**src/hdl/ctrl_pkg.sv**
```systemverilog
package ctrl_pkg;

    localparam int WORD_W      = 32;
    localparam int OPCODE_W    = 5;
    localparam int REG_ADDR_W  = 4;   // 16 registers in the bank
    localparam int STEP_W      = 3;
    localparam int OFFSET_W    = 19;
    localparam int VALUE_W     = 23;
    localparam int TARGET_W    = 27;
    localparam int ARITH_PAD_W = 15;

    // Encodings follow the existing processor, HALT is all ones
    typedef enum logic [OPCODE_W-1:0] {
        OP_NOP  = 5'b00000,
        OP_ADD  = 5'b00001,
        OP_SUB  = 5'b00010,
        OP_AND  = 5'b00011,
        OP_OR   = 5'b00100,
        OP_XOR  = 5'b00101,
        OP_SLL  = 5'b00110,  // Shift amount is an immediate
        OP_SRL  = 5'b00111,
        OP_OUT  = 5'b01000,
        OP_ADDI = 5'b01001,
        OP_ANDI = 5'b01010,
        OP_ORI  = 5'b01011,
        OP_LW   = 5'b01100,
        OP_SW   = 5'b01101,
        OP_J    = 5'b01110,
        OP_JEQ  = 5'b01111,
        OP_JNE  = 5'b10000,
        OP_JCA  = 5'b10001,
        OP_JNC  = 5'b10010,
        OP_SUBI = 5'b10011,
        OP_LIS  = 5'b10100,  // Sign extended from bit 22
        OP_LIU  = 5'b10101,
        OP_JZE  = 5'b10110,
        OP_JNZ  = 5'b10111,
        OP_NOT  = 5'b11000,
        OP_HALT = 5'b11111
    } opcode_t;

    typedef enum logic [2:0] {
        ALU_ADD = 3'd0,
        ALU_SUB = 3'd1,
        ALU_AND = 3'd2,
        ALU_OR  = 3'd3,
        ALU_XOR = 3'd4,
        ALU_SLL = 3'd5,
        ALU_SRL = 3'd6,
        ALU_NOT = 3'd7
    } alu_op_t;

    typedef logic [STEP_W-1:0]     step_t;
    typedef logic [REG_ADDR_W-1:0] reg_addr_t;

    localparam reg_addr_t TEMP_REG        = 4'd1;  // Scratch for immediates
    localparam step_t     STEP_FETCH_ADDR = 3'd0;
    localparam step_t     STEP_FETCH_DATA = 3'd1;
    localparam step_t     STEP_EXEC       = 3'd2;

    // Register ALU format
    typedef struct packed {
        opcode_t                  opcode;
        reg_addr_t                rd;
        reg_addr_t                rs;
        reg_addr_t                rt;
        logic [ARITH_PAD_W-1:0]   unused;
    } arith_fmt_t;

    // Memory, compare branch and OUT format
    typedef struct packed {
        opcode_t                  opcode;
        reg_addr_t                rs;
        reg_addr_t                rt;
        logic [OFFSET_W-1:0]      offset;
    } mem_fmt_t;

    typedef struct packed {
        opcode_t                  opcode;
        logic [REG_ADDR_W-1:0]    spare;
        logic [VALUE_W-1:0]       value;
    } load_fmt_t;

    typedef struct packed {
        opcode_t                  opcode;
        logic [TARGET_W-1:0]      target;
    } far_fmt_t;

    typedef union packed {
        arith_fmt_t arith_view;
        mem_fmt_t   mem_view;
        load_fmt_t  load_view;
        far_fmt_t   far_view;
    } instr_word_t;

endpackage

```
**src/hdl/operand_decoder.sv**
```systemverilog
module operand_decoder
    import ctrl_pkg::*;
(
    input  instr_word_t       ir_word,
    output reg_addr_t         reg_a,
    output reg_addr_t         reg_b,
    output reg_addr_t         reg_d,
    output logic [WORD_W-1:0] imm_value
);

    opcode_t opcode;
    logic    mem_format;

    assign opcode = ir_word.arith_view.opcode;

    // J adds its base register from the top field, like the memory format
    always_comb begin
        case (opcode)
            OP_LW, OP_SW, OP_JEQ, OP_JNE, OP_OUT, OP_J: mem_format = 1'b1;
            default:                                    mem_format = 1'b0;
        endcase
    end

    always_comb begin
        if (mem_format) begin
            reg_a = ir_word.mem_view.rs;
            reg_b = ir_word.mem_view.rt;
        end else begin
            reg_a = ir_word.arith_view.rs;
            reg_b = ir_word.arith_view.rt;
        end
    end

    // Same bits in every format, only meaningful where a result is written
    assign reg_d = ir_word.arith_view.rd;

    always_comb begin
        case (opcode)
            OP_LIS: begin
                imm_value = {{(WORD_W-VALUE_W){ir_word.load_view.value[VALUE_W-1]}},
                             ir_word.load_view.value};
            end
            OP_J, OP_LIU: begin
                imm_value = {{(WORD_W-VALUE_W){1'b0}}, ir_word.load_view.value};
            end
            OP_JCA, OP_JNC, OP_JZE, OP_JNZ: begin
                imm_value = {{(WORD_W-TARGET_W){1'b0}}, ir_word.far_view.target};
            end
            default: begin
                imm_value = {{(WORD_W-OFFSET_W){1'b0}}, ir_word.mem_view.offset};
            end
        endcase
    end

endmodule

```
**src/hdl/control_sequencer.sv**
```systemverilog
module control_sequencer
    import ctrl_pkg::*;
(
    input  logic      clk,
    input  logic      reset,
    input  opcode_t   opcode,
    input  reg_addr_t reg_a,
    input  reg_addr_t reg_b,
    input  reg_addr_t reg_d,
    input  logic      zero_flag,
    input  logic      carry_flag,
    output logic      rb_load,
    output logic      rb_drive,
    output reg_addr_t rb_addr,
    output reg_addr_t alu_src_a,
    output reg_addr_t alu_src_b,
    output alu_op_t   alu_op,
    output logic      alu_load,
    output logic      flags_load,
    output logic      pc_increment,
    output logic      pc_load,
    output logic      pc_drive,
    output logic      mar_load,
    output logic      ram_load,
    output logic      ram_drive,
    output logic      ir_load,
    output logic      out_load,
    output logic      bus_drive
);

    step_t step;
    logic  running;     // Set on the first edge after reset release
    logic  last_step;   // Final step of the current opcode
    logic  hold_step;
    logic  in_exec;     // First execute step
    logic  in_exec_1;   // Second execute step
    logic  taken;

    function automatic alu_op_t alu_op_of(input opcode_t op);
        case (op)
            OP_SUB, OP_SUBI:  alu_op_of = ALU_SUB;
            OP_AND, OP_ANDI:  alu_op_of = ALU_AND;
            OP_OR, OP_ORI:    alu_op_of = ALU_OR;
            OP_XOR:           alu_op_of = ALU_XOR;
            OP_SLL:           alu_op_of = ALU_SLL;
            OP_SRL:           alu_op_of = ALU_SRL;
            OP_NOT:           alu_op_of = ALU_NOT;
            default:          alu_op_of = ALU_ADD;
        endcase
    endfunction

    assign in_exec   = (step == STEP_EXEC);
    assign in_exec_1 = (step == STEP_EXEC + 3'd1);

    // Branch rule per opcode
    always_comb begin
        case (opcode)
            OP_JEQ, OP_JZE: taken = zero_flag;
            OP_JNE, OP_JNZ: taken = !zero_flag;
            OP_JCA:         taken = carry_flag;
            OP_JNC:         taken = !carry_flag;
            default:        taken = 1'b0;
        endcase
    end

    // Step 0 shows up on the cycle after the first edge out of reset
    always_ff @(posedge clk or posedge reset) begin
        if (reset) begin
            step    <= STEP_FETCH_ADDR;
            running <= 1'b0;
        end else begin
            running <= 1'b1;
            if (running && !hold_step) begin
                if (last_step) begin
                    step <= STEP_FETCH_ADDR;
                end else begin
                    step <= step + 3'd1;  // NOP runs through and wraps
                end
            end
        end
    end

    always_comb begin
        rb_load      = 1'b0;
        rb_drive     = 1'b0;
        rb_addr      = '0;
        alu_src_a    = '0;
        alu_src_b    = '0;
        alu_op       = ALU_ADD;
        alu_load     = 1'b0;
        flags_load   = 1'b0;
        pc_increment = 1'b0;
        pc_load      = 1'b0;
        pc_drive     = 1'b0;
        mar_load     = 1'b0;
        ram_load     = 1'b0;
        ram_drive    = 1'b0;
        ir_load      = 1'b0;
        out_load     = 1'b0;
        bus_drive    = 1'b0;
        last_step    = 1'b0;
        hold_step    = 1'b0;

        if (running) begin
            case (step)
                STEP_FETCH_ADDR: begin
                    pc_drive = 1'b1;
                    mar_load = 1'b1;
                end
                STEP_FETCH_DATA: begin
                    ram_drive    = 1'b1;
                    ir_load      = 1'b1;
                    pc_increment = 1'b1;
                end
                default: begin
                    case (opcode)
                        OP_ADD, OP_SUB, OP_AND, OP_OR, OP_XOR, OP_NOT: begin
                            alu_src_a  = reg_a;
                            alu_src_b  = reg_b;
                            alu_op     = alu_op_of(opcode);
                            alu_load   = 1'b1;
                            rb_addr    = reg_d;
                            rb_load    = 1'b1;
                            flags_load = 1'b1;
                            last_step  = 1'b1;
                        end
                        OP_ADDI, OP_SUBI, OP_ANDI, OP_ORI, OP_SLL, OP_SRL: begin
                            if (in_exec) begin
                                bus_drive = 1'b1;       // Immediate into scratch
                                rb_addr   = TEMP_REG;
                                rb_load   = 1'b1;
                            end else begin
                                alu_src_a  = reg_a;
                                alu_src_b  = TEMP_REG;
                                alu_op     = alu_op_of(opcode);
                                alu_load   = 1'b1;
                                rb_addr    = reg_d;
                                rb_load    = 1'b1;
                                flags_load = 1'b1;
                                last_step  = 1'b1;
                            end
                        end
                        OP_LW, OP_SW: begin
                            if (in_exec) begin
                                bus_drive = 1'b1;       // Offset into scratch
                                rb_addr   = TEMP_REG;
                                rb_load   = 1'b1;
                            end else if (in_exec_1) begin
                                alu_src_a = reg_b;      // Base plus offset
                                alu_src_b = TEMP_REG;
                                alu_op    = ALU_ADD;
                                alu_load  = 1'b1;
                                mar_load  = 1'b1;
                            end else begin
                                rb_addr   = reg_a;
                                last_step = 1'b1;
                                if (opcode == OP_LW) begin
                                    ram_drive = 1'b1;
                                    rb_load   = 1'b1;
                                end else begin
                                    rb_drive = 1'b1;
                                    ram_load = 1'b1;
                                end
                            end
                        end
                        OP_J: begin
                            if (in_exec) begin
                                bus_drive = 1'b1;
                                rb_addr   = TEMP_REG;
                                rb_load   = 1'b1;
                            end else begin
                                alu_src_a = reg_a;
                                alu_src_b = TEMP_REG;
                                alu_op    = ALU_ADD;
                                alu_load  = 1'b1;
                                pc_load   = 1'b1;       // Target comes from the ALU
                                last_step = 1'b1;
                            end
                        end
                        OP_JEQ, OP_JNE: begin
                            if (in_exec) begin
                                // Compare only, the difference is not kept
                                alu_src_a  = reg_a;
                                alu_src_b  = reg_b;
                                alu_op     = ALU_SUB;
                                flags_load = 1'b1;
                            end else begin
                                bus_drive = taken;
                                pc_load   = taken;
                                last_step = 1'b1;
                            end
                        end
                        OP_JCA, OP_JNC, OP_JZE, OP_JNZ: begin
                            bus_drive = taken;
                            pc_load   = taken;
                            last_step = 1'b1;
                        end
                        OP_OUT: begin
                            rb_addr   = reg_a;
                            rb_drive  = 1'b1;
                            out_load  = 1'b1;
                            last_step = 1'b1;
                        end
                        OP_LIS, OP_LIU: begin
                            bus_drive = 1'b1;
                            rb_addr   = reg_d;
                            rb_load   = 1'b1;
                            last_step = 1'b1;
                        end
                        OP_HALT: hold_step = 1'b1;  // Stays here until reset
                        default: begin
                            // NOP and unused codes do nothing
                        end
                    endcase
                end
            endcase
        end
    end

endmodule

```
**src/hdl/instruction_decoder.sv**
```systemverilog
module instruction_decoder
    import ctrl_pkg::*;
(
    input  logic              clk,
    input  logic              reset,
    input  instr_word_t       ir_word,
    input  logic              zero_flag,
    input  logic              carry_flag,
    output logic              rb_load,
    output logic              rb_drive,
    output reg_addr_t         rb_addr,
    output reg_addr_t         alu_src_a,
    output reg_addr_t         alu_src_b,
    output alu_op_t           alu_op,
    output logic              alu_load,
    output logic              flags_load,
    output logic              pc_increment,
    output logic              pc_load,
    output logic              pc_drive,
    output logic              mar_load,
    output logic              ram_load,
    output logic              ram_drive,
    output logic              ir_load,
    output logic              out_load,
    output logic [WORD_W-1:0] bus_data,   // Valid only with bus_drive
    output logic              bus_drive
);

    reg_addr_t reg_a;
    reg_addr_t reg_b;
    reg_addr_t reg_d;

    operand_decoder operand_decoder_inst (
        .ir_word   (ir_word),
        .reg_a     (reg_a),
        .reg_b     (reg_b),
        .reg_d     (reg_d),
        .imm_value (bus_data)
    );

    control_sequencer control_sequencer_inst (
        .clk          (clk),
        .reset        (reset),
        .opcode       (ir_word.arith_view.opcode),  // Same position in every view
        .reg_a        (reg_a),
        .reg_b        (reg_b),
        .reg_d        (reg_d),
        .zero_flag    (zero_flag),
        .carry_flag   (carry_flag),
        .rb_load      (rb_load),
        .rb_drive     (rb_drive),
        .rb_addr      (rb_addr),
        .alu_src_a    (alu_src_a),
        .alu_src_b    (alu_src_b),
        .alu_op       (alu_op),
        .alu_load     (alu_load),
        .flags_load   (flags_load),
        .pc_increment (pc_increment),
        .pc_load      (pc_load),
        .pc_drive     (pc_drive),
        .mar_load     (mar_load),
        .ram_load     (ram_load),
        .ram_drive    (ram_drive),
        .ir_load      (ir_load),
        .out_load     (out_load),
        .bus_drive    (bus_drive)
    );

endmodule

```
**config.mk**
```make
export PLATFORM = sky130hd
export DESIGN_NAME = instruction_decoder
export DESIGN_NICKNAME = d
export VERILOG_FILES = /design/src/hdl/ctrl_pkg.sv /design/src/hdl/operand_decoder.sv /design/src/hdl/control_sequencer.sv /design/src/hdl/instruction_decoder.sv
export SDC_FILE = /design/constraint.sdc
export NUM_CORES = 1
export LEC_CHECK = 0
export BUFFER_PORTS_ARGS = -buffer_cell sky130_fd_sc_hd__buf_2
export CAP_MARGIN = 20
export CORE_AREA = 10 10 76 78
export CTS_CLUSTER_DIAMETER = 120
export DETAILED_ROUTE_END_ITERATION = 6
export DIE_AREA = 0 0 86 88
export GPL_ROUTABILITY_DRIVEN = 0
export PLACE_DENSITY = 0.75
export REMOVE_ABC_BUFFERS = 1
export SKIP_LAST_GASP = 1
export SLEW_MARGIN = 10
export SYNTH_ARGS = -nofsm -noshare
export SYNTH_HDL_FRONTEND = slang
export SYNTH_SLANG_ARGS = --single-unit
```
**constraint.sdc**
```tcl
create_clock -name clk -period 2.02 [get_ports clk]
set_clock_uncertainty 0.15 [all_clocks]
set_input_delay 0.202 -clock clk [delete_from_list [all_inputs] [get_ports clk]]
set_output_delay 0.202 -clock clk [all_outputs]
set_load 0.02 [all_outputs]
```
==> summary.txt <==
Run status
  – Outcome: complete, but fails checks
  – Failing checks: negative setup slack

Worst setup path
  – Critical Path Slowest Stage Cell: dfrtp_2
  – CP endpoint kind: output pin
  – FF-to-FF Start: control_sequencer_inst.step[1]
  – CP cell instances: ha_2, ha_4, o21ai_2, nor3_2, buf_4, buf_4, nand2_1, a211oi_2, buf_4
  – Crit-path leading delay family: buffers and inverters
  – Data required time at the worst endpoint: 1.67 ns
  – Worst Path Arrival: 2.01 ns
  – Worst setup SP type: register
  – Crit-path max FO: 8
  – Critical Path Most Common Cell: buf_4
  – Crit-path max cell delay: 0.40 ns
  – Buffers plus inverters on the worst setup path: 3
  – CP startpoint: control_sequencer_inst.step[0]
  – WS Path Type: reg -> out

Route
  – Routed Antenna Nets: 0
  – Wirelength, routed: ~8600 um
  – Drt via density: about 6.1
  – DR WL/cell: 21.2 um
  – DR DRC count: 0
  – 1st-iter DRT viols: 249
  – DR pass1 iterations: 5
  – Vias: approximately 2500

Placement
  – IO buf count: 65
  – HPWL after DPL: 5420 um
  – Placed insts: 389
  – Worst slack at placement: -0.427 ns

CTS
  – Total CTS buffers: 3
  – Clk buf depth: 2
  – Htree depth: 1
  – Worst-path clk slew: 0.04 ns
  – Sink Count: 4
  – CTS tree: yes
  – Root buf cell: clkbuf_8
  – Worst-skew pair later-pin latency: between 0.2 and 0.25 ns

Floorplanning
  – Chip Width: 86 um
  – Initial Util: 0.392
  – CORE AREA: approximately 4300 sq um
  – FP Rows: 24
  – Die Height: 88 um
  – DIE AREA: around 7600 sq um
  – Top Ports: 96

Timing
  – Min Clock Period, post-route: 2.36 ns
  – Fin Hold WS: between 0.2 and 0.3 ns
  – Fmax: about 420 MHz
  – RSZ-0062 raised after global routing: yes
  – Finish-stage setup viols: 31
  – Setup WS post-layout: -0.343 ns
  – Final worst path period share: 1.17
  – Fin. max-slew vios: 0
  – Fin. Hold Viols: 0

Synthesis
  – Syn avg cell area: 7.13 sq um
  – Ys async rst share: 1.00
  – Syn Inst Count: around 240
  – Synthesized flop and latch total: 4
  – Dominant synthesized flop cell: dfrtp_1
  – EDFF count, synth: 0
  – Distinct cells, synth: 58
  – Syn. warnings: 0
  – Mapped Area: 1680 sq um
  – Seq/Total Area, Yosys: 0.0595

Pwr
  – Switching part of the total power: 0.480
  – Clock share of power: 0.086
  – Pwr dens: between 600 and 700 nW/um^2
  – Design Power: 1.99 mW
  – Maximum VDD drop: a little under 0.0008 V
  – P_int: ~1.0 mW
  – Power share of the sequential group: 0.078
  – Combinational power share: 0.836
  – Net Switching: 0.958 mW
  – Leak: 1.46 nW

Global routing
  – Pin count of the biggest net entering global routing: 14
  – Number of global-route vias before repair: 2566
  – Initial antenna violation count: 0
  – First-pass GRT wire length: 12800 um
  – GRT Total Usage: 0.203
  – GRT overflow: 0

Cells and area
  – Layout Utilization: 0.729
  – Share of cells above drive strength 1: 0.661
  – Most frequent cells in the layout: buf_4 (100), buf_2 (37), nand2_1 (17)
  – Leading cell type in the layout, fill and taps excluded: buf_4
  – Number of antenna diodes: 0
  – Area Overhead vs Synth: 86.0%
  – Final Non-Filler Cells: a little over 400
  – Final #Nets: 402

Job
  – Max-cap violation count: 0

Min path
  – HP Class: in -> async
-- state kept, by name, indices dropped and copies added (netlist names) --
register and flops:
control_sequencer_inst.running 1, control_sequencer_inst.step 3
-- repair_timing --
action                                  in CTS  in global routing
pin swaps                                   30                  6
hold endpoints to repair                     4                  0
gates resized for setup                    114                 31
buffers inserted                            10                  5
endpoints found under the setup margin      34                 36
hold buffers                                 1                  0
-- per-stage QoR --
| stage | cell area [sq um] | setup TNS (ns) |
|---|---|---|
| detailed placement | 2370 | -7.92 |
| floorplan | 1430 | -6.93 |
| global route | 3130 | -8.13 |
| global placement | 2370 | -6.28 |
| finish | 3130 | -6.09 |
| CTS | 2960 | -3.68 |
-- power groups by stage --
stage / clock network (mW) / logic (mW) / registers (mW)
6_report: 0.172 / 1.67 / 0.155
5_1_grt: 0.187 / 1.74 / 0.158
4_1_cts: 0.175 / 1.47 / 0.140
3_5_place_dp: 0 / 1.13 / 0.135
3_3_place_gp: 0 / 1.10 / 0.133
2_1_floorplan: 0 / 0.589 / 0.131
-- cells in the mapped netlist, types with 2 or more instances --
| cell | n | area, sq um |
|---|---|---|
| o21ba_2 | 2 | 20.0 |
| o22ai_1 | 2 | 12.5 |
| mux2_1 | 5 | 56.3 |
| o41ai_2 | 2 | 32.5 |
| inv_1 | 11 | 41.3 |
| dfrtp_1 | 4 | 100 |
| or3_1 | 2 | 12.5 |
| a21oi_1 | 19 | 95.1 |
| and3_1 | 3 | 18.8 |
| clkbuf_1 | 4 | 15.0 |
| o31ai_1 | 3 | 22.5 |
| nand2b_1 | 5 | 31.3 |
| o21ai_1 | 5 | 25.0 |
| ha_1 | 10 | 125 |
| buf_2 | 7 | 35.0 |
| xor2_1 | 2 | 17.5 |
| a31oi_1 | 6 | 37.5 |
| nor2_1 | 19 | 71.3 |
| nor2b_1 | 8 | 50.1 |
| nor3_1 | 10 | 50.1 |
| nand3_1 | 2 | 10.0 |
| a211oi_2 | 4 | 50.1 |
| a21o_1 | 4 | 30.0 |
| o21ai_0 | 8 | 40.0 |
| nand2_1 | 20 | 75.1 |
| a22o_1 | 2 | 17.5 |
| mux2i_1 | 5 | 50.1 |
| buf_4 | 26 | 195 |
| a31o_2 | 3 | 26.3 |
| nor4bb_1 | 2 | 20.0 |
| and2_1 | 4 | 25.0 |
-- cell families (layout without fill, tap and decap cells) --
| family | count (synthesis) | count (layout) | synth area share |
|---|---|---|---|
| XOR/XNOR | 2 | 2 | 0.0104 |
| buffers and inverters | 50 | 168 | 0.179 |
| adder cells (fa/ha/maj) | 10 | 10 | 0.0743 |
| flip-flops | 4 | 4 | 0.0595 |
| multiplexers | 11 | 11 | 0.0699 |
| other | 1 | 1 | 0.00223 |
| AO/OA/AOI/OAI | 76 | 76 | 0.355 |
| AND/OR/NAND/NOR | 82 | 82 | 0.250 |
-- metal layers --
| layer | track usage | part of all wire | routed length (um) |
|---|---|---|---|
| met3 | 0.0799 | 0.11 | 971 |
| met4 | 0.103 | 0.058 | 502 |
| met1 | 0.211 | 0.36 | 3100 |
| met5 | 0 | 0 | 0 |
| met2 | 0.349 | 0.47 | 4010 |
-- final timing paths --
| kind | slack (ns) | endpoint | cells after the start |
|---|---|---|---|
| min | 0.25 | control_sequencer_inst.step[2] | 3 |
| max | -0.34 | alu_src_a[2] | 9 |
| min in group clk | 0.25 | bus_data[0] | 0 |
| max reg2reg | -0.04 | control_sequencer_inst.step[0] | 6 |
| min reg2reg | 0.44 | control_sequencer_inst.step[1] | 1 |
| max in group asynchronous | 1.30 | control_sequencer_inst.step[1] | 3 |
-- final cells by class --
type | count | area (sq um)
tap | 52 | 65.1
multi-input combinational | 182 | 1740
timing repair buffer | 153 | 1130
sequential | 4 | 103
inverter | 12 | 55.1
clock buffer | 3 | 41.3
fill | 276 | 1160
-- worst register-to-register path, delay by kind of cell, from the launching register on --
| family | cells | cell delay [ns] |
|---|---|---|
| flops | 1 | 0.43 |
| fa+ha+maj | 2 | 0.40 |
| simple gates | 1 | 0.36 |
| compound gates | 2 | 0.33 |
| mux | 1 | 0.28 |
Note: power is estimated with default switching activity, not from simulation.
